==> config.mk <==
export PLATFORM = sky130hd
export DESIGN_NAME = filter_mac
export DESIGN_NICKNAME = d
export VERILOG_FILES = /design/src/conv_pkg.sv /design/src/filter_mac.sv
export SDC_FILE = /design/constraint.sdc
export NUM_CORES = 2
export LEC_CHECK = 0
export BUFFER_PORTS_ARGS = -buffer_cell sky130_fd_sc_hd__buf_4
export CAP_MARGIN = 10
export CORE_MARGIN = 4
export CORE_UTILIZATION = 35
export CTS_BUF_LIST = sky130_fd_sc_hd__clkbuf_8
export DETAILED_ROUTE_END_ITERATION = 8
export PLACE_DENSITY = 0.53
export SYNTH_ARGS = -nofsm -noshare
export SYNTH_HDL_FRONTEND = slang
export SYNTH_SLANG_ARGS = --single-unit
==> constraint.sdc <==
create_clock -name clk -period 7.6 [get_ports clk]
set_input_delay 1.14 -clock clk [delete_from_list [all_inputs] [get_ports clk]]
set_output_delay 1.14 -clock clk [all_outputs]
set_load 0.02 [all_outputs]
==> src/conv_pkg.sv <==
package conv_pkg;

	typedef logic [7:0] pixel_t;
	typedef logic signed [7:0] coef_t;

	// valid travels beside the request
	typedef struct packed {
		logic [31:0] addr;
		logic        we;
		logic [31:0] wdata;
	} mem_req_t;

	typedef struct packed {
		logic [15:0] width;	// upper half
		logic [15:0] height;
	} cfg_dims_t;

	typedef union packed {
		cfg_dims_t   dims;
		coef_t [3:0] coefs;	// coefs[0] in the low byte
	} cfg_word_u;

	// coefs[r*3+c], row r from the top, column c from the left
	typedef struct packed {
		logic [15:0] width;
		logic [15:0] height;
		logic [31:0] src_addr;
		logic [31:0] dst_addr;
		coef_t [8:0] coefs;
	} conv_cfg_t;

	typedef struct packed {
		pixel_t top;
		pixel_t mid;
		pixel_t bot;
	} pixel_col_t;

	localparam logic [2:0] OFS_START = 3'd0;
	localparam logic [2:0] OFS_DIMS  = 3'd1;
	localparam logic [2:0] OFS_SRC   = 3'd2;
	localparam logic [2:0] OFS_DST   = 3'd3;
	localparam logic [2:0] OFS_COEF0 = 3'd4;
	localparam logic [2:0] OFS_COEF1 = 3'd5;
	localparam logic [2:0] OFS_COEF2 = 3'd6;	// low byte only

endpackage

==> src/filter_mac.sv <==
`timescale 1ns/10ps

module filter_mac (
	input  logic                  clk,
	input  logic                  rst_n,
	input  logic                  col_valid,
	input  conv_pkg::pixel_col_t  col,
	output logic                  col_ready,
	input  conv_pkg::coef_t [8:0] coefs,
	output logic                  res_valid,
	output conv_pkg::pixel_t      res,
	input  logic                  res_ready,
	input  logic                  row_start
);
	import conv_pkg::*;

	pixel_col_t         win1, win0;	// win1 is the oldest column
	pixel_col_t         wcol [3];
	pixel_t             pix [9];
	logic signed [16:0] prod [9];
	logic signed [20:0] sum;
	logic [1:0]         ncols;
	logic               take, p_valid;

	assign col_ready = !(res_valid && !res_ready);
	assign take      = col_valid && col_ready;

	// window in raster order, incoming column on the right
	always_comb begin
		wcol[0] = win1;
		wcol[1] = win0;
		wcol[2] = col;
		for (int c = 0; c < 3; c++) begin
			pix[c]     = wcol[c].top;
			pix[c + 3] = wcol[c].mid;
			pix[c + 6] = wcol[c].bot;
		end
	end

	always_comb begin
		sum = '0;
		for (int k = 0; k < 9; k++)
			sum = sum + prod[k];
	end

	always_ff @(posedge clk, negedge rst_n) begin
		if (!rst_n) begin
			ncols     <= '0;
			p_valid   <= 1'b0;
			res_valid <= 1'b0;
		end else begin
			if (row_start)
				ncols <= '0;
			else if (take && ncols != 2'd2)
				ncols <= ncols + 2'd1;
			if (col_ready) begin
				p_valid   <= take && (ncols == 2'd2);
				res_valid <= p_valid;
			end
		end
	end

	always_ff @(posedge clk) begin
		if (take) begin
			win1 <= win0;
			win0 <= col;
		end
		if (col_ready) begin
			for (int k = 0; k < 9; k++)
				prod[k] <= $signed({1'b0, pix[k]}) * coefs[k];
			if (sum < 0)
				res <= 8'd0;
			else if (sum > 21'sd255)
				res <= 8'd255;	// clamp high
			else
				res <= sum[7:0];
		end
	end

endmodule

==> results.yml <==
route:
  wl_per_cell_um: 16.3
  viasPerCell: 4.59
  dr.pass1.iters: 5
  num_vias: 19160
  ant_nets: 0
  drc: 0
  drt_iter0_drc: 816
  totalWireLength_um: 67900
yosys:
  ys.flop_type: "edfxtp_1"
  synth_fp_nets: 3812
  ys_seq_elements: 213
  synth_top_area_share: 0.307
  synth.area.top_cells: "fa_1 31%, edfxtp_1 21%, ha_1 17%"
  yosys_warnings: 0
  postSynthCellCount: 2847
  yosysTopAreaCell: "fa_1"
  synth_cell_types: 56
  synthArstFlopShare: 0.0188
  ys_seq_area_frac: 0.215
  syn_area_um2: 29600
  syn_avg_cell_area_um2: 10.4
  synth_edf_count: 209
timing:
  grt_setup_unrepaired: "no"
  fmax_ghz: 0.176
  maxSlewHeadroom: 0.291
  finalCriticalPeriod_ps: 5670
  finClkSkew_ps: 38.9
  finalHoldViolations: 0
  worst_slew_pin_slew_ps: 1040
  final.setup.tns_ps: 0
  maxSlewViolCount: 0
  finalSetupViolations: 0
  period_share: 0.746
clock_tree:
  clk_transition_reported_paths_ps: 60
  clk_latency_ps: 610
  cts_inserted_buffers: 41
  clock-sinks: 213
  cts_buffer_depth: 3
  cts_tree: "built"
  htree_levels: 2
  cts_setup_buffers: 0
  root_buffer: "clkbuf_8"
  postCtsResizedCells: 0
  hold_buffers: 0
critical_path:
  crit_arrival_ps: 5980
  startpoint_type: "flop"
  regToRegEndpoint: "res[7]"
  path_cells: "fa_1, fa_1, fa_1, inv_1, fa_1, inv_1, ha_1, fa_1, a21o_1, a221oi_2, o21ai_2, xnor2_1, nand4_1, or4_1, nor4b_1, a21oi_1"
  critPathSlowestCell: "nor4b_1"
  rr_worst_depth: 16
  cpPeakStageDelay_ps: 590
  crit_required_ps: 7910
  rrSetupSlack_ps: 1930
  worstPathMaxFanout: 4
  crit_type: "reg -> reg"
  crit_top_cell: "fa_1"
  worstSetupEndpointType: "flop"
  timing.rr.start: "prod[0][104]"
status:
  outcome: "finished, final reports clean"
hold_path:
  hold_class: "in -> async"
global_routing:
  grt_max_degree: 78
  gr-total-overflow: 0
  grtUsageTotal: 0.159
  grt_pass1_wl_um: 113000
  grt_pass1_vias: 20683
  antenna_found_initial: 5
floorplan:
  die_y_um: 299
  initial_core_util: 0.353
  row_count: 106
  io_pins: 111
  die_w_um: 299
  dieArea_um2: 89400
  coreArea_um2: 83800
job:
  drv_cap: 0
cells_and_area:
  drive_gt1_frac: 0.0606
  syn2layout_area_growth_pct: 10.3
  fillers: 8440
  layout.nets: 3968
placed_design:
  hpwl_um: 56400
  portBuffers: 110
  gp_congestion: 0.799
## registers in the layout, summed over array words and instances (netlist names)
register / count
p_valid: 1
pix: 48
res_valid: 1
res: 8
prod: 153
ncols: 2
## cell families after synthesis
kind of cell	Yosys count	synth area share
compound gates	232	0.0511
xor+xnor	115	0.0340
fa+ha+maj	864	0.480
buf+inv	651	0.0825
flops	213	0.215
mux	2	0.000676
simple gates	770	0.136
## worst max path at each step
stage,startpoint,to,slack [ps],cells after the start
global route,prod[0][104],res[4],1620,16
CTS,prod[0][104],res[7],1920,16
floorplan,res_ready,pix[10],280,3
global placement,prod[0][104],res[7],2020,16
finish,prod[0][104],res[7],1930,16
detailed placement,prod[0][104],res[5],1950,16
## cell usage in the layout (no fill, tap or decap), drive strengths merged, types with 3 or more instances in the layout
cell type and n:
and3 5, dfrtp 4, and2 312, o21a 21, xnor2 97, ha 409, nor3b 4, o41ai 3
or3 12, a21oi 82, a2111oi 3, clkbuf 42, fa 455, nor3 22, o211ai 7, a41o 3
o31ai 4, xor2 18, a21o 28, clkinv 19, a31oi 3, o21ai 37, a31o 8, nor2b 24
a41oi 7, nand2 243, nand3 18, nand4 5, a21boi 6, buf 113, inv 661, o21bai 5
edfxtp 209, nor2 57, a211oi 3, nand2b 58
## cell type report
cell class | count | area, um^2 | share of cell area
diodes | 2 | 5.00 | 0.000153
clock buffers | 42 | 578 | 0.0177
clock inverters | 32 | 189 | 0.00578
inverters | 651 | 2440 | 0.0748
multi-input cells | 1983 | 20800 | 0.637
flip-flops and latches | 213 | 6380 | 0.195
well taps | 1134 | 1420 | 0.0434
repair buffers | 113 | 848 | 0.0260
## per-stage QoR
| stage | worst slack [ps] | cells | util | hold WS, ps | area [um^2] |
|---|---|---|---|---|---|
| floorplan | 276 | 2847 | - | 411 | 29600 |
| global placement | 2020 | 4094 | 0.381 | 432 | 31900 |
| detailed placement | 1950 | 4094 | 0.381 | 431 | 31900 |
| CTS | 1920 | 4168 | 0.390 | 252 | 32700 |
| global route | 1620 | 4169 | 0.390 | 276 | 32700 |
| finish | 1930 | 4170 | 0.390 | 326 | 32700 |
## worst max-delay path: cells and delay by family, from the launching register on
family | cells | cell delay, ps
adders and majority gates | 6 | 2700
and+or+nand+nor | 3 | 1210
AOI/OAI and AO/OA | 4 | 820
DFF | 1 | 390
xor gates and xnor gates | 1 | 140
buffers and inverters | 2 | 90
## synth_stat cells, types with 3 or more instances
master / number
a2111oi_0: 3
a211oi_1: 3
a21boi_0: 4
a21o_1: 28
a21oi_1: 82
a31o_2: 8
a41o_1: 3
a41oi_1: 7
and2_1: 311
and3_1: 5
dfrtp_1: 4
edfxtp_1: 209
fa_1: 455
ha_1: 409
inv_1: 651
nand2_1: 243
nand2b_1: 58
nand3_1: 18
nand4_1: 5
nor2_1: 57
nor2b_1: 24
nor3_1: 22
nor3b_1: 4
o211ai_1: 7
o21a_1: 21
o21ai_0: 36
o21bai_1: 5
o31ai_1: 4
o41ai_1: 3
or3_1: 12
xnor2_1: 97
xor2_1: 18
## layer usage
metal | track usage | up-vias | wire length, um
li1 | - | 9272 | -
met5 | 0 | - | 13
met3 | 0.0202 | 73 | 2180
met1 | 0.222 | 9582 | 31800
met4 | 0.0346 | 2 | 1290
met2 | 0.266 | 231 | 32600
Power is left out: the tool's default activity adds up to more than one toggle a clock period on the data nets, which glitch-free logic cannot reach.
