**config.mk**
```make
export PLATFORM = sky130hd
export DESIGN_NAME = conv_config_loader
export DESIGN_NICKNAME = d
export VERILOG_FILES = /design/src/conv_pkg.sv /design/src/conv_config_loader.sv
export SDC_FILE = /design/constraint.sdc
export NUM_CORES = 1
export LEC_CHECK = 0
export BUFFER_PORTS_ARGS = -buffer_cell sky130_fd_sc_hd__buf_2
export CORE_AREA = 8 8 131 133
export DETAILED_ROUTE_END_ITERATION = 10
export DIE_AREA = 0 0 139 141
export PLACE_DENSITY_LB_ADDON = 0.15
export SLEW_MARGIN = 10
export SYNTH_ARGS = -nofsm -noshare
export SYNTH_HDL_FRONTEND = slang
export SYNTH_SLANG_ARGS = --single-unit
export TNS_END_PERCENT = 5
```
**constraint.sdc**
```tcl
create_clock -name clk -period 2.9 [get_ports clk]
set_input_delay 0.725 -clock clk [delete_from_list [all_inputs] [get_ports clk]]
set_output_delay 0.725 -clock clk [all_outputs]
set_load 0.01 [all_outputs]
```
**src/conv_pkg.sv**
```systemverilog
package conv_pkg;

	typedef logic [7:0] pixel_t;
	typedef logic signed [7:0] coef_t;

	// valid travels beside the request
	typedef struct packed {
		logic [31:0] addr;
		logic        we;
		logic [31:0] wdata;
	} mem_req_t;

	typedef struct packed {
		logic [15:0] width;	// upper half
		logic [15:0] height;
	} cfg_dims_t;

	typedef union packed {
		cfg_dims_t   dims;
		coef_t [3:0] coefs;	// coefs[0] in the low byte
	} cfg_word_u;

	// coefs[r*3+c], row r from the top, column c from the left
	typedef struct packed {
		logic [15:0] width;
		logic [15:0] height;
		logic [31:0] src_addr;
		logic [31:0] dst_addr;
		coef_t [8:0] coefs;
	} conv_cfg_t;

	typedef struct packed {
		pixel_t top;
		pixel_t mid;
		pixel_t bot;
	} pixel_col_t;

	localparam logic [2:0] OFS_START = 3'd0;
	localparam logic [2:0] OFS_DIMS  = 3'd1;
	localparam logic [2:0] OFS_SRC   = 3'd2;
	localparam logic [2:0] OFS_DST   = 3'd3;
	localparam logic [2:0] OFS_COEF0 = 3'd4;
	localparam logic [2:0] OFS_COEF1 = 3'd5;
	localparam logic [2:0] OFS_COEF2 = 3'd6;	// low byte only

endpackage

```
**src/conv_config_loader.sv**
```systemverilog
`timescale 1ns/10ps

module conv_config_loader #(
	parameter logic [31:0] CONFIG_BASE = 32'h0000_0100
) (
	input  logic                 clk,
	input  logic                 rst_n,
	input  logic                 cfg_start,
	output logic                 ld_valid,
	output conv_pkg::mem_req_t   ld_req,
	input  logic                 ld_ready,
	input  logic                 rsp_valid,
	input  conv_pkg::cfg_word_u  rsp_data,
	output conv_pkg::conv_cfg_t  cfg,
	output logic                 cfg_done
);
	import conv_pkg::*;

	logic [2:0] idx;
	logic       busy;
	logic       rsp_take;

	assign ld_req   = '{addr: CONFIG_BASE + 32'(idx), we: 1'b0, wdata: 32'd0};
	assign rsp_take = busy && !ld_valid && rsp_valid;	// read accepted, word back

	always_ff @(posedge clk, negedge rst_n) begin
		if (!rst_n) begin
			busy     <= 1'b0;
			ld_valid <= 1'b0;
			idx      <= OFS_DIMS;
			cfg_done <= 1'b0;
		end else begin
			cfg_done <= 1'b0;
			if (cfg_start) begin
				busy     <= 1'b1;
				idx      <= OFS_DIMS;
				ld_valid <= 1'b1;
			end else if (ld_valid && ld_ready) begin
				ld_valid <= 1'b0;
			end else if (rsp_take) begin
				if (idx == OFS_COEF2) begin
					busy     <= 1'b0;
					cfg_done <= 1'b1;
				end else begin
					idx      <= idx + 3'd1;
					ld_valid <= 1'b1;	// next word
				end
			end
		end
	end

	always_ff @(posedge clk) begin
		if (rsp_take) begin
			case (idx)
				OFS_DIMS: begin
					cfg.width  <= rsp_data.dims.width;
					cfg.height <= rsp_data.dims.height;
				end
				OFS_SRC:   cfg.src_addr    <= rsp_data;
				OFS_DST:   cfg.dst_addr    <= rsp_data;
				OFS_COEF0: cfg.coefs[3:0]  <= rsp_data.coefs;
				OFS_COEF1: cfg.coefs[7:4]  <= rsp_data.coefs;
				OFS_COEF2: cfg.coefs[8]    <= rsp_data.coefs[0];
				default: ;
			endcase
		end
	end

endmodule

```
==> run summary <==
For this design the static power due to leakage is 3.07 nW. The detailed-route wire length is 14300 um. The first routing iteration left 226 violations. The count of cells resized by post-cts repair is 0. The synthesis warning total came out at 0. The remaining routing DRC violations came out at 0. The post-route worst setup slack is 1040 ps. The die is 139 um wide. Compared with the post-synthesis result, the final layout area differs by 29.6%. Walking the worst path, the cells encountered are buf_2.

In this run the core area contains 45 standard-cell rows. The number of CTS-inserted buffers is 17. Once detail routing completed, the nets flagged for antenna violations numbered 0. The initial antenna violation count is 0. The cell taking the most area after synthesis is sky130_fd_sc_hd__edfxtp_1. The tree built by TritonCTS fans out to 174 sinks. The final RePlAce weighted congestion is 0.803. The pre-CTS setup slack is 677 ps. Of all flip-flops after synthesis, the portion carrying an async set or reset was 0.0345. The critical path startpoint category is a flop. After the last flow step, the layout net total stands at 544.

The total of max-cap violations came out at 0. Of the post-synthesis cell area, the dominant cell type holds 0.852. The analysis attributes to net switching a power of 0.00105 W. The minimum clock period after layout is 1860 ps. The sequential group share of total power is 0.535. The startpoint-to-endpoint class of the critical path is reg2out. The final core utilization came out at 0.512. The kind of cell with the highest combined delay along the critical path is flip-flops. The most common cell in the synthesized netlist is sky130_fd_sc_hd__edfxtp_1. TritonCTS built the clock tree. The peak ir drop on the vdd network came out at 287 uV. The setup-violating endpoint count in the final report is 0. Setup repair after global routing left no endpoint under its margin. The netlist area before placement is 0.00592 sq mm. The count of cell types in the netlist came out at 23. In the final routed layout, each cell accounts on average for 20.3 um.

The level count of the clock H-tree is 4. The global-route congestion overflow total came out at 0. The pin count of the biggest net entering global routing is 20. The critical path data arrival time came out at 1130 ps. Counting flops and latches in the post-synthesis netlist gives 174.

0 antenna diodes ended up in the layout. For this run, the leading register cell type out of synthesis is sky130_fd_sc_hd__edfxtp_1. The required time of the worst setup path is 2170 ps. The run finished with clean final reports. Of all nets on the critical path, the largest fanout is 5. Before antenna repair, the detailed router went through 4 iterations.

The later-pin clock latency in the skew report is 410 ps. The tightest min-delay check is of the in2async type. The core region is 0.0150 sq mm.

The endpoint type of the worst setup path is an output pin. The I/O pin count is 272. The total vias in the final route came out at 3000.

The quantity of I/O buffers inserted on ports is 209. The internal cell power came out at 0.00419 W. In the post-synthesis netlist, the biggest area contributors are sky130_fd_sc_hd__edfxtp_1, sky130_fd_sc_hd__buf_4, sky130_fd_sc_hd__dfrtp_1, sky130_fd_sc_hd__ha_1, sky130_fd_sc_hd__dfstp_2.

Clock-pin slew was measured on the worst setup and hold paths at 60 ps. In this run the post-CTS setup repair buffer count came out at 0. In the finished design, the share of the clock period the worst path needs comes to 0.640. Detailed placement ended at an HPWL of 10600 um. The total power density per cell area came out at 683 mW/mm^2. Counting instances in the post-synthesis netlist gives the leading cell types as sky130_fd_sc_hd__edfxtp_1, sky130_fd_sc_hd__buf_4, sky130_fd_sc_hd__dfrtp_1, sky130_fd_sc_hd__ha_1.

In the routed layout, each cell is associated on average with a via count of 4.27. The cell count after synthesis is 270. The clock tree skew after final layout is 9.71 ps.

The synthesized area per cell came out at 21.9 sq um. The post-placement cell count came out at 671. The hold violation total from the final report is 0. The cts-stage hold buffer count came out at 0.

The sequential area share after synthesis is 0.878. The via count of the first global-routing pass was 3456. The overall power consumption is 0.00524 W. The area of the die came out at 0.0196 sq mm. The count of flip-flops with a built-in enable after synthesis came out at 168. The biggest cell delay along the critical path is 580 ps. The standard cell with the maximum stage delay on the critical path is sky130_fd_sc_hd__dfstp_2.

The die outline height is 141 um. The clock passes through at most 2 buffers. The net switching fraction of the power came out at 0.200. The setup TNS after final layout is 0 ps. The highest achievable clock rate came out at 538 MHz.

The power share of the clock group came out at 0.432. For this configuration, the core starts out at a cell density of 0.395. The total buffers and inverters traversed by the critical path came out at 1.

Of the total power, combinational logic draws 0.034. The proportion of layout cells with a drive suffix above 1 came out at 0.497. In the global route stage, overall resource usage came out at 0.145. The final standard cell count with taps included and fillers excluded came out at 703. The first global-routing pass estimated 21300 um of wire.

The cell sitting at the root of the clock tree is a sky130_fd_sc_hd__clkbuf_16. The number of slew-limit violations in the final report is 0.
cells by family (layout without fill, tap and decap cells):
| logic type | Yosys count | in the layout | synth area share |
|---|---|---|---|
| buf+inv | 66 | 251 | 0.0811 |
| mux | 1 | 1 | 0.00169 |
| compound gates | 7 | 7 | 0.00972 |
| simple gates | 15 | 15 | 0.0180 |
| flops | 174 | 174 | 0.878 |
| other cells | 2 | 62 | 0.00127 |
| fa+ha+maj | 5 | 5 | 0.0106 |
flip-flops by register name, indices dropped and copies added (netlist names):
register / cells
cfg: 168
idx: 3
busy: 1
cfg_done: 1
ld_valid: 1
power groups by stage:
stage | registers (W) | logic, W | clock network [W]
2_1_floorplan | 0.00287 | 0.000122 | 0
3_3_place_gp | 0.00285 | 0.000173 | 0
3_5_place_dp | 0.00285 | 0.000176 | 0
4_1_cts | 0.00280 | 0.000177 | 0.00231
5_1_grt | 0.00280 | 0.000196 | 0.00241
6_report | 0.00280 | 0.000178 | 0.00226
cells in the final DEF, fill, tap and decap left out, types with 2 or more instances in the layout:
master | Yosys | routed
sky130_fd_sc_hd__conb_1 | 2 | 62
sky130_fd_sc_hd__bufinv_16 | 0 | 3
sky130_fd_sc_hd__nand2b_1 | 2 | 2
sky130_fd_sc_hd__and3_2 | 0 | 4
sky130_fd_sc_hd__clkinv_4 | 0 | 3
sky130_fd_sc_hd__clkinvlp_4 | 0 | 3
sky130_fd_sc_hd__edfxtp_1 | 168 | 168
sky130_fd_sc_hd__buf_12 | 0 | 5
sky130_fd_sc_hd__ha_1 | 5 | 5
sky130_fd_sc_hd__nor2_1 | 3 | 3
sky130_fd_sc_hd__clkinv_2 | 0 | 4
sky130_fd_sc_hd__inv_1 | 4 | 4
sky130_fd_sc_hd__clkbuf_16 | 0 | 17
sky130_fd_sc_hd__nand4b_1 | 2 | 2
sky130_fd_sc_hd__buf_2 | 0 | 209
sky130_fd_sc_hd__dfrtp_1 | 5 | 5
final timing paths:
kind / start / cells past startpoint / slack (ps) / to
setup / recovery: idx[0] / 1 / 1040 / ld_req[33]
hold reg to reg: idx[0] / 2 / 550 / idx[0]
hold / removal: rst_n / 1 / 130 / busy
min in group clk: ld_ready / 2 / 520 / cfg_done
setup reg to reg: idx[0] / 4 / 1050 / cfg[127]
max in group asynchronous: rst_n / 1 / 2550 / idx[0]
metrics by stage:
step / hold WS, ps / instance area (sq um)
CTS: 108 / 7670
floorplan: 429 / 6150
global placement: 527 / 7080
global route: 114 / 7670
finish: 128 / 7670
detailed placement: 540 / 7080
metal layers:
metal / GRT usage / vias up / routed length, um
met4: 0.0485 / 0 / 91
met3: 0.0685 / 8 / 1410
met2: 0.218 / 179 / 6570
li1: - / 1356 / -
met1: 0.180 / 1457 / 6220
met5: 0 / - / 0
final cells by class:
cell class | instances | area [sq um]
Sequential cell | 174 | 5200
Timing Repair Buffer | 215 | 1150
Clock buffer | 17 | 425
Inverter | 4 | 15.0
Fill cell | 1277 | 7300
Tap cell | 188 | 235
Clock inverter | 15 | 171
Multi-Input combinational cell | 90 | 475
Power figures use the tool's default switching activity.
