### config.mk
export PLATFORM = sky130hd
export DESIGN_NAME = conv_controller
export DESIGN_NICKNAME = d
export VERILOG_FILES = /design/src/conv_pkg.sv /design/src/conv_controller.sv
export SDC_FILE = /design/constraint.sdc
export NUM_CORES = 1
export LEC_CHECK = 0
export BUFFER_PORTS_ARGS = -buffer_cell sky130_fd_sc_hd__buf_2
export CORE_AREA = 2 2 144 146
export DETAILED_ROUTE_END_ITERATION = 8
export DIE_AREA = 0 0 146 148
export PLACE_DENSITY = 0.7
export SYNTH_ARGS = -nofsm -noshare
export SYNTH_HDL_FRONTEND = slang
export SYNTH_SLANG_ARGS = --single-unit
export TNS_END_PERCENT = 5
### constraint.sdc
create_clock -name clk -period 2.35 [get_ports clk]
set_input_delay 0.47 -clock clk [delete_from_list [all_inputs] [get_ports clk]]
set_output_delay 0.47 -clock clk [all_outputs]
set_load 0.05 [all_outputs]
### src/conv_pkg.sv
package conv_pkg;

	typedef logic [7:0] pixel_t;
	typedef logic signed [7:0] coef_t;

	// valid travels beside the request
	typedef struct packed {
		logic [31:0] addr;
		logic        we;
		logic [31:0] wdata;
	} mem_req_t;

	typedef struct packed {
		logic [15:0] width;	// upper half
		logic [15:0] height;
	} cfg_dims_t;

	typedef union packed {
		cfg_dims_t   dims;
		coef_t [3:0] coefs;	// coefs[0] in the low byte
	} cfg_word_u;

	// coefs[r*3+c], row r from the top, column c from the left
	typedef struct packed {
		logic [15:0] width;
		logic [15:0] height;
		logic [31:0] src_addr;
		logic [31:0] dst_addr;
		coef_t [8:0] coefs;
	} conv_cfg_t;

	typedef struct packed {
		pixel_t top;
		pixel_t mid;
		pixel_t bot;
	} pixel_col_t;

	localparam logic [2:0] OFS_START = 3'd0;
	localparam logic [2:0] OFS_DIMS  = 3'd1;
	localparam logic [2:0] OFS_SRC   = 3'd2;
	localparam logic [2:0] OFS_DST   = 3'd3;
	localparam logic [2:0] OFS_COEF0 = 3'd4;
	localparam logic [2:0] OFS_COEF1 = 3'd5;
	localparam logic [2:0] OFS_COEF2 = 3'd6;	// low byte only

endpackage

### src/conv_controller.sv
`timescale 1ns/10ps

module conv_controller #(
	parameter logic [31:0] CONFIG_BASE = 32'h0000_0100,
	parameter int          MAX_WIDTH   = 64
) (
	input  logic                          clk,
	input  logic                          rst_n,
	output logic                          mem_valid,
	output conv_pkg::mem_req_t            mem_req,
	input  logic                          mem_ready,
	input  logic                          rsp_valid,
	input  logic [31:0]                   rsp_data,
	input  logic                          ld_valid,
	input  conv_pkg::mem_req_t            ld_req,
	output logic                          ld_ready,
	output logic                          cfg_start,
	input  logic                          cfg_done,
	input  conv_pkg::conv_cfg_t           cfg,
	output logic                          wr_en,
	output logic [1:0]                    wr_slot,
	output logic [$clog2(MAX_WIDTH)-1:0]  wr_col,
	output logic                          rd_en,
	output logic [$clog2(MAX_WIDTH)-1:0]  rd_col,
	output logic [1:0]                    top_slot,
	output logic                          row_start,
	input  logic                          col_ready,
	input  logic                          res_valid,
	input  conv_pkg::pixel_t              res,
	output logic                          res_ready,
	output logic                          done
);
	import conv_pkg::*;

	localparam int CW = $clog2(MAX_WIDTH);

	typedef enum logic [2:0] {
		S_POLL, S_LOAD, S_FILL, S_SWEEP, S_DRAIN, S_FETCH, S_ROTATE, S_DONE
	} state_e;

	state_e        state, next;
	logic          rd_req, rd_wait, rsp_ok, wr_phase, res_acc;
	logic [31:0]   rd_addr, wr_addr;
	logic [15:0]   rows_left;	// rows still to fetch
	logic [CW-1:0] last_col, last_res, res_cnt;

	assign last_col  = CW'(cfg.width - 16'd1);
	assign last_res  = CW'(cfg.width - 16'd3);
	assign wr_phase  = (state == S_SWEEP) || (state == S_DRAIN);
	assign rsp_ok    = rsp_valid && rd_wait;
	assign wr_en     = rsp_ok && ((state == S_FILL) || (state == S_FETCH));
	assign rd_en     = (state == S_SWEEP) && col_ready;
	assign res_ready = wr_phase && mem_ready;
	assign res_acc   = res_valid && res_ready;
	assign ld_ready  = (state == S_LOAD) && mem_ready;
	assign row_start = !wr_phase;	// filter is empty outside a sweep
	assign done      = (state == S_DONE);

	// port arbitration
	always_comb begin
		mem_valid = rd_req;
		mem_req   = '{addr: rd_addr, we: 1'b0, wdata: 32'd0};
		case (state)
			S_POLL: mem_req.addr = CONFIG_BASE + 32'(OFS_START);
			S_LOAD: begin
				mem_valid = ld_valid;
				mem_req   = ld_req;
			end
			S_SWEEP, S_DRAIN: begin
				mem_valid = res_valid;
				mem_req   = '{addr: wr_addr, we: 1'b1, wdata: {24'd0, res}};
			end
			default: ;
		endcase
	end

	always_comb begin
		next = state;
		case (state)
			S_POLL:   if (rsp_ok && rsp_data == 32'd1) next = S_LOAD;
			S_LOAD:   if (cfg_done) next = S_FILL;
			S_FILL:   if (wr_en && wr_col == last_col && wr_slot == 2'd2) next = S_SWEEP;
			S_SWEEP:  if (rd_en && rd_col == last_col) next = S_DRAIN;
			S_DRAIN:  if (res_acc && res_cnt == last_res)
				next = (rows_left == 16'd0) ? S_DONE : S_FETCH;
			S_FETCH:  if (wr_en && wr_col == last_col) next = S_ROTATE;
			S_ROTATE: next = S_SWEEP;
			S_DONE:   next = S_POLL;
			default:  next = S_POLL;
		endcase
	end

	always_ff @(posedge clk, negedge rst_n) begin
		if (!rst_n) begin
			state     <= S_POLL;
			rd_req    <= 1'b0;
			rd_wait   <= 1'b0;
			cfg_start <= 1'b0;
			rd_addr   <= '0;
			wr_addr   <= '0;
			rows_left <= '0;
			top_slot  <= '0;
			wr_slot   <= '0;
			wr_col    <= '0;
			rd_col    <= '0;
			res_cnt   <= '0;
		end else begin
			state     <= next;
			cfg_start <= (state == S_POLL) && (next == S_LOAD);

			// single outstanding read
			if (rd_req && mem_ready) begin
				rd_req  <= 1'b0;
				rd_wait <= 1'b1;
				if (state != S_POLL)
					rd_addr <= rd_addr + 32'd1;
			end else if (rsp_ok) begin
				rd_wait <= 1'b0;
			end else if (!rd_req && !rd_wait &&
			             (state == S_POLL || state == S_FILL || state == S_FETCH)) begin
				rd_req <= 1'b1;
			end

			if (cfg_done) begin
				rd_addr   <= cfg.src_addr;
				wr_addr   <= cfg.dst_addr;
				rows_left <= cfg.height - 16'd3;
				top_slot  <= 2'd0;
				wr_slot   <= 2'd0;
				wr_col    <= '0;
			end

			if (wr_en) begin
				if (wr_col == last_col) begin
					wr_col  <= '0;
					wr_slot <= wr_slot + 2'd1;
				end else begin
					wr_col <= wr_col + 1'b1;
				end
			end

			if (!wr_phase) begin
				rd_col  <= '0;
				res_cnt <= '0;
			end else begin
				if (rd_en)
					rd_col <= rd_col + 1'b1;
				if (res_acc) begin
					res_cnt <= res_cnt + 1'b1;
					wr_addr <= wr_addr + 32'd1;
				end
			end

			if (state == S_DRAIN && next == S_FETCH)
				wr_slot <= top_slot;	// oldest row gets overwritten
			if (state == S_ROTATE) begin
				top_slot  <= (top_slot == 2'd2) ? 2'd0 : top_slot + 2'd1;
				rows_left <= rows_left - 16'd1;
			end
		end
	end

endmodule

==> results by group, run 1 <==
Place
  • Routability cong.: approximately 0.90
  • IO Port Bufs: around 290
  • Dpl ws: -0.3443 ns
  • DP HPWL: about 21000 µm

Synth
  • YS warnings: 0
  • Flops & latches, synth: about 110
  • Synthesized instance count: ~960
  • Mean Syn Cell Area: 8.224 µm²
  • Post-synth ARST share: 1.000
  • Synth Cell Area: 7920 µm²
  • Post-synthesis cell type count: slightly above 70
  • Register area share after synthesis: 0.3412
  • Synthesized Nets: 1254
  • Post-synth EDFFs: 0
  • Primary FF master, synth: dfrtp_1

Timing
  • Setup violations, final: 31
  • Slew @ Worst Pin: between 0.6 and 0.7 ns
  • Tmin final: ~2.5 ns
  • Endpoints failing hold: 0
  • Final Slew Violations: 0
  • RSZ-0062 raised after global routing: true
  • Skew final: 0.01299 ns
  • Final WS setup: -0.1276 ns
  • Highest Clock Rate: 0.4036 GHz
  • Slew HR: 0.5538
  • Fin crit share: 1.054

Routing
  • WL final: between 20000 and 30000 µm
  • Iter 0 DRT Violations: 698
  • Average wire per standard cell: about 19 µm
  • Number of remaining DRC errors: 0
  • DR vias: 8936
  • DRT antenna net count: 0
  • First-pass DRT Iterations: 6
  • DR vias/cell: around 5.7

Clock network
  • Worst-Skew Late Latency: roughly 0.36 ns
  • Buffer depth of the longest clock path: 2
  • Clk root buf: clkbuf_16
  • CTS buffer count: 9
  • CTS sink cnt: around 110
  • Clock-pin slew on the worst setup and hold paths: about 0.080 ns
  • # hold bufs at CTS: 0
  • CTS tree: yes
  • CTS H-tree lvls: 3

Layout
  • Multi-input gate area: between 5000 and 6000 µm²
  • Area growth, synth to finish: 43.44%
  • Layout cells sized above 1: 0.3566
  • Fillers: ~1800
  • Most frequent cells in the layout: buf_2, dfrtp_1, nor2_1
  • Layout Nets: around 1600
  • Commonest non-fill, non-tap cell in the layout: buf_2
  • Flip-flop and latch area: 2706 µm²

Floorplanning
  • Std-Cell Rows: 52
  • DIE HEIGHT: 148 µm
  • Ports: 370
  • Die Area: 21610 µm²
  • Initial Utilization: 0.3952
  • Core outline area: roughly 20000 µm²
  • Die width: ~150 µm

Setup path
  • Crit path from: state[2]
  • Reg2Reg Depth: 9
  • CP Capture Point: mem_req[35]
  • CP required: roughly 1.9 ns
  • Worst R2R Start: state[2]
  • Critical path class: flip-flop to primary output
  • R2r setup slk: ~0.080 ns
  • Worst-path fanout max: 6
  • CP Capture Type: primary output
  • R2R Path End: wr_addr[28]
  • CP Launch Type: flip-flop
  • Crit path arrival time: 2.01 ns

Flow run
  • Max cap viols: 0

Global route
  • Largest net degree at the start of global routing: 109
  • Number of global-route vias before repair: 8369
  • First-pass GRT wire length: 44650 µm
  • Gr usage total: 0.2594
  • Initial antenna violation count: 1
  • Total gr overflow: 0

Pwr
  • Leakage: 0.005318 µW
  • Pwr per Cell Area: roughly 860 nW/µm²
  • Power Total: 9733 µW
  • Maximum VDD drop: 761.8 µV

Min path
  • HP Class: input port to asynchronous set/reset pin

Outcome
  • Failing checks: negative setup slack
  • Status: finished with violations
flip-flops by register name, summed over array words and instances, names as in the netlist, 3 cells and up:
register   count
rd_addr       32
rd_col         6
res_cnt        6
rows_left     16
state          3
wr_addr       32
wr_col         6
report_power, final:
group | total [µW] | internal [µW] | switching, µW | leakage (µW)
clock network | 1530 | 764 | 769 | 0.000138
registers | 2450 | 2090 | 368 | 0.00131
logic | 5750 | 2200 | 3550 | 0.00387
critical path, stage by stage (launching register included):
cell	delay (ns)
dfrtp_2	0.44
buf_6	0.14
nand3b_1	0.16
nand2_4	0.10
buf_6	0.14
a222oi_1	0.38
inv_1	0.11
buf_6	0.17
cells in the mapped netlist (all sizes together) (3+ instances only):
master / n / area, µm²
nor3: 35 / 190.2
a211o: 3 / 26.28
a31oi: 3 / 18.77
ha: 10 / 125.1
clkbuf: 41 / 158.9
and3: 16 / 100.1
a222oi: 12 / 120.1
inv: 26 / 97.59
dfrtp: 108 / 2703
o211ai: 3 / 22.52
a21oi: 74 / 374.1
or4: 3 / 26.27
xor2: 47 / 411.6
or3: 5 / 31.28
o221a: 3 / 33.78
and2: 33 / 206.5
a211oi: 16 / 125.1
nor4: 16 / 115.1
nor3b: 5 / 42.54
a21o: 4 / 30.03
nand4: 23 / 143.9
and3b: 3 / 26.28
nor2: 101 / 381.6
and4: 11 / 96.34
a22o: 13 / 113.9
xnor2: 31 / 271.5
o22ai: 9 / 56.30
nand2: 96 / 360.4
mux2: 6 / 67.56
mux2i: 26 / 260.3
o21a: 3 / 22.52
a221oi: 21 / 183.9
buf: 21 / 100.1
nand3: 35 / 175.2
nand2b: 5 / 31.28
o21ai: 56 / 280.3
a311oi: 5 / 43.79
nor2b: 8 / 57.55
cell families (layout without fill, tap and decap cells):
family	count (synthesis)	in the layout	synth area share
buffers and inverters	88	426	0.04502
other	0	1	0
DFF	108	108	0.3412
adders and majority gates	10	10	0.01580
and+or+nand+nor	403	403	0.2589
AOI/OAI and AO/OA	242	242	0.2057
muxes	32	32	0.04139
xor gates and xnor gates	80	80	0.09194
layout make-up:
cell class / count / share of cell area
clock buffers: 11 / 0.02137
inverters: 26 / 0.008590
flip-flops and latches: 108 / 0.2382
repair buffers: 384 / 0.2547
multi-input cells: 767 / 0.4432
diodes: 1 / 0.0002203
clock inverters: 5 / 0.003965
well taps: 270 / 0.02974
repair_timing:
action,4_1_cts,5_1_grt
endpoints found under the setup margin,82,93
pin swaps,16,22
setup buffers,14,1
gates resized for setup,143,63
cloned,5,3
per-stage QoR:
step,utilization,cells,hold WS [ns],area (µm²),TNS (ns)
2_1_floorplan,-,963,0.1744,7921,-6.742
4_1_cts,0.5534,1567,0.2173,11090,-3.100
3_3_place_gp,0.5029,1532,0.4732,10080,-0.7036
3_5_place_dp,0.5029,1532,0.5027,10080,-1.251
6_report,0.5669,1572,0.1261,11360,-1.944
5_1_grt,0.5669,1572,0.2056,11360,-5.636
worst min path at each step:
stage,from,to,slack [ns],cells past startpoint
after detailed placement,rows_left[15],rows_left[15],0.50,1
after CTS,rst_n,rd_addr[31],0.22,2
after global routing,rst_n,rd_addr[30],0.21,2
final,rst_n,rd_addr[31],0.13,2
after global placement,rows_left[15],rows_left[15],0.47,1
after floorplan,rst_n,cfg_start,0.17,0
per-layer routing:
layer / vias to the layer above / routed length (µm) / track usage
met1: 4273 / 12110 / 0.3412
met5: - / 0 / 0
li1: 4190 / - / -
met2: 416 / 14130 / 0.4281
met3: 57 / 2421 / 0.04599
met4: 0 / 852 / 0.09903
Power figures use the tool's default switching activity.
==> run 2: changes to the inputs <==
- PLACE_DENSITY: 0.7 -> 0.82
==> results by group, run 2 (synthesized netlist as in run 1, its figures left out) <==
Outcome
  • Status: finished with violations
  • Failing checks: negative setup slack

Timing
  • RSZ-0062 raised after global routing: true
  • Highest Clock Rate: 0.4095 GHz (+1.4%)
  • Skew final: 0.01538 ns (+0.002388 ns)
  • Final WS setup: -0.09217 ns (+0.03540 ns)
  • Final Slew Violations: 0 (unchanged)
  • Fin crit share: 1.039 (-0.01506)
  • Setup TNS: -1.624 ns (+0.3199 ns)
  • Setup violations, final: 47 (+52%)
  • Slew HR: 0.5941 (+0.04037)
  • Tmin final: 2.442 ns (-0.03540 ns)
  • Endpoints failing hold: 0 (unchanged)
  • Slew @ Worst Pin: 0.6066 ns (-0.06280 ns)

Place
  • Routability cong.: 0.8924 (-0.72%)
  • IO Port Bufs: 287 (unchanged)
  • DP HPWL: 22180 µm (+4.7%)
  • Cells after DPL: 1541 (+0.59%)

Pwr
  • Comb pwr share: 0.587 (-0.003)
  • Net Sw Frac: 0.4858 (+0.004317)
  • Pwr per Cell Area: 872.2 nW/µm² (+1.8%)
  • Leakage: 0.005133 µW (-3.5%)
  • Clock power share: 0.158 (about the same)
  • Maximum VDD drop: 562.1 µV (-26%)
  • P_sw: 4653 µW (-0.72%)
  • Part of the power in registers: 0.255 (+0.003)
  • Internal Power: 4924 µW (-2.4%)

Layout
  • Layout Nets: 1577 (-0.63%)
  • Commonest non-fill, non-tap cell in the layout: buf_2
  • Most frequent cells in the layout: buf_2, dfrtp_1, nor2_1
  • N_diodes: 0 (-1)
  • Non-Filler Instances: 1561 (-0.70%)
  • Biggest regs: rd_addr (32), wr_addr (32), rows_left (16)
  • Layout cells sized above 1: 0.3338 (-0.02280)
  • Area growth, synth to finish: 38.63%
  • Fillers: 1829 (unchanged)

Setup path
  • Critical path class: flip-flop to primary output
  • Crit path arrival time: 1.97 ns (-0.04 ns)
  • Cell Chain, Critical Path: buf_6 -> nand3b_1 -> nand2_4 -> buf_6 -> a222oi_1 -> inv_1 -> buf_6
  • CP Launch Type: flip-flop
  • Worst R2R Start: state[0]
  • Crit-path slowest cell: dfrtp_2
  • R2R Path End: wr_slot[1]
  • Buf+Inv Stages, Crit Path: 4 (unchanged)
  • Reg2Reg Depth: 8 (-1)
  • R2r setup slk: 0.06 ns (-0.02 ns)
  • Most used cell, CP: buf_6
  • Worst-path fanout max: 7 (+1)
  • CP required: 1.88 ns (about the same)
  • CP peak stage delay: 0.43 ns (about the same)
  • Top delay family on crit path: buffers and inverters
  • CP Capture Type: primary output

Routing
  • First-pass DRT Iterations: 6 (unchanged)
  • Number of remaining DRC errors: 0 (unchanged)
  • DR vias/cell: 5.772 (+1.5%)
  • DR vias: 9010 (+0.83%)
  • Iter 0 DRT Violations: 1097 (+57%)
  • Average wire per standard cell: 18.60 µm (-0.89%)
  • DRT antenna net count: 0 (unchanged)
  • WL final: 29040 µm (-1.6%)

Clock network
  • CTS sink cnt: 108 (unchanged)
  • CTS tree: yes
  • Clock-pin slew on the worst setup and hold paths: 0.08 ns (about the same)
  • Worst-Skew Late Latency: 0.36 ns (about the same)
  • Clk root buf: clkbuf_16
  • Buffer depth of the longest clock path: 2 (unchanged)
  • CTS buffer count: 9 (unchanged)
  • # hold bufs at CTS: 0 (unchanged)
  • CTS H-tree lvls: 3 (unchanged)

Floorplanning
  • Std-Cell Rows: 52 (unchanged)
  • DIE HEIGHT: 148 µm (unchanged)
  • Initial Utilization: 0.3952 (unchanged)
  • Core outline area: 20040 µm² (unchanged)
  • Ports: 370 (unchanged)
  • Die Area: 21610 µm² (unchanged)
  • Die width: 146 µm (unchanged)

Global route
  • Gr usage total: 0.2588 (-0.0005781)
  • Initial antenna violation count: 1 (unchanged)
  • First-pass GRT wire length: 44500 µm (-0.34%)
  • Largest net degree at the start of global routing: 43 (-61%)
  • Number of global-route vias before repair: 8524 (+1.9%)
  • Total gr overflow: 0 (unchanged)

Flow run
  • Max cap viols: 0 (unchanged)

Min path
  • HP Class: input port to asynchronous set/reset pin
-- run 2: worst register-to-register path: cells and delay by family (launching register included) --
kind                   cells  cell delay (ns)
AND/OR/NAND/NOR            3             0.75
flip-flops                 1             0.43
multiplexers               1             0.34
buffers and inverters      2             0.33
AO/OA/AOI/OAI              2             0.32
-- run 2: repair_timing --
item | in CTS | in global routing
gates resized for setup | 130 | 20
setup endpoints to repair | 73 | 88
pin swaps | 18 | 13
setup buffers | 4 | 1
-- run 2: layer usage --
metal / share of wire / up-vias / wire [µm] / GRT usage
li1: - / 4166 / - / -
met1: 0.41 / 4285 / 11940 / 0.3353
met2: 0.48 / 501 / 13900 / 0.4342
met3: 0.083 / 56 / 2406 / 0.04660
met4: 0.027 / 2 / 773 / 0.09612
met5: 0.00045 / - / 13 / 0
-- run 2: final cells by class --
cell class / count / area (µm²) / area share
multi-input combinational: 767 / 4933 / 0.4493
sequential: 108 / 2706 / 0.2465
timing repair buffer: 374 / 2623 / 0.2389
tap: 270 / 337.8 / 0.03077
clock buffer: 9 / 225.2 / 0.02051
inverter: 26 / 97.59 / 0.008889
clock inverter: 7 / 56.30 / 0.005128
-- run 2: worst max-delay path by stage --
stage / start / endpoint / slack (ns) / cells past startpoint
2_1_floorplan: state[2] / mem_req[33] / -0.29 / 6
3_3_place_gp: cfg[152] / wr_slot[0] / -0.25 / 9
3_5_place_dp: cfg[152] / wr_slot[0] / -0.32 / 9
4_1_cts: state[0] / mem_req[47] / -0.08 / 7
5_1_grt: state[0] / mem_req[51] / -0.18 / 7
6_report: state[0] / mem_req[47] / -0.09 / 7
-- run 2: through the flow --
stage          hold slack [ns]  instance area, µm²  setup WS (ns)  power [µW]    util
5_1_grt                 0.1387               10980        -0.1758       10010  0.5479
3_5_place_dp            0.4799               10200        -0.3214        7413  0.5090
2_1_floorplan           0.1744                7921        -0.2882        5766       -
3_3_place_gp            0.4732               10200        -0.2480        7317  0.5090
6_report               0.09516               10980       -0.09217        9576  0.5479
4_1_cts                 0.1157               10900       -0.08073        9439  0.5441
-- run 2: power by group through the flow --
| stage | combinational (µW) | sequential, µW | clock [µW] |
|---|---|---|---|
| finish | 5620 | 2440 | 1510 |
| global placement | 4870 | 2450 | 0 |
| global route | 5940 | 2470 | 1600 |
| floorplan | 3370 | 2390 | 0 |
| CTS | 5490 | 2420 | 1530 |
| detailed placement | 4950 | 2460 | 0 |
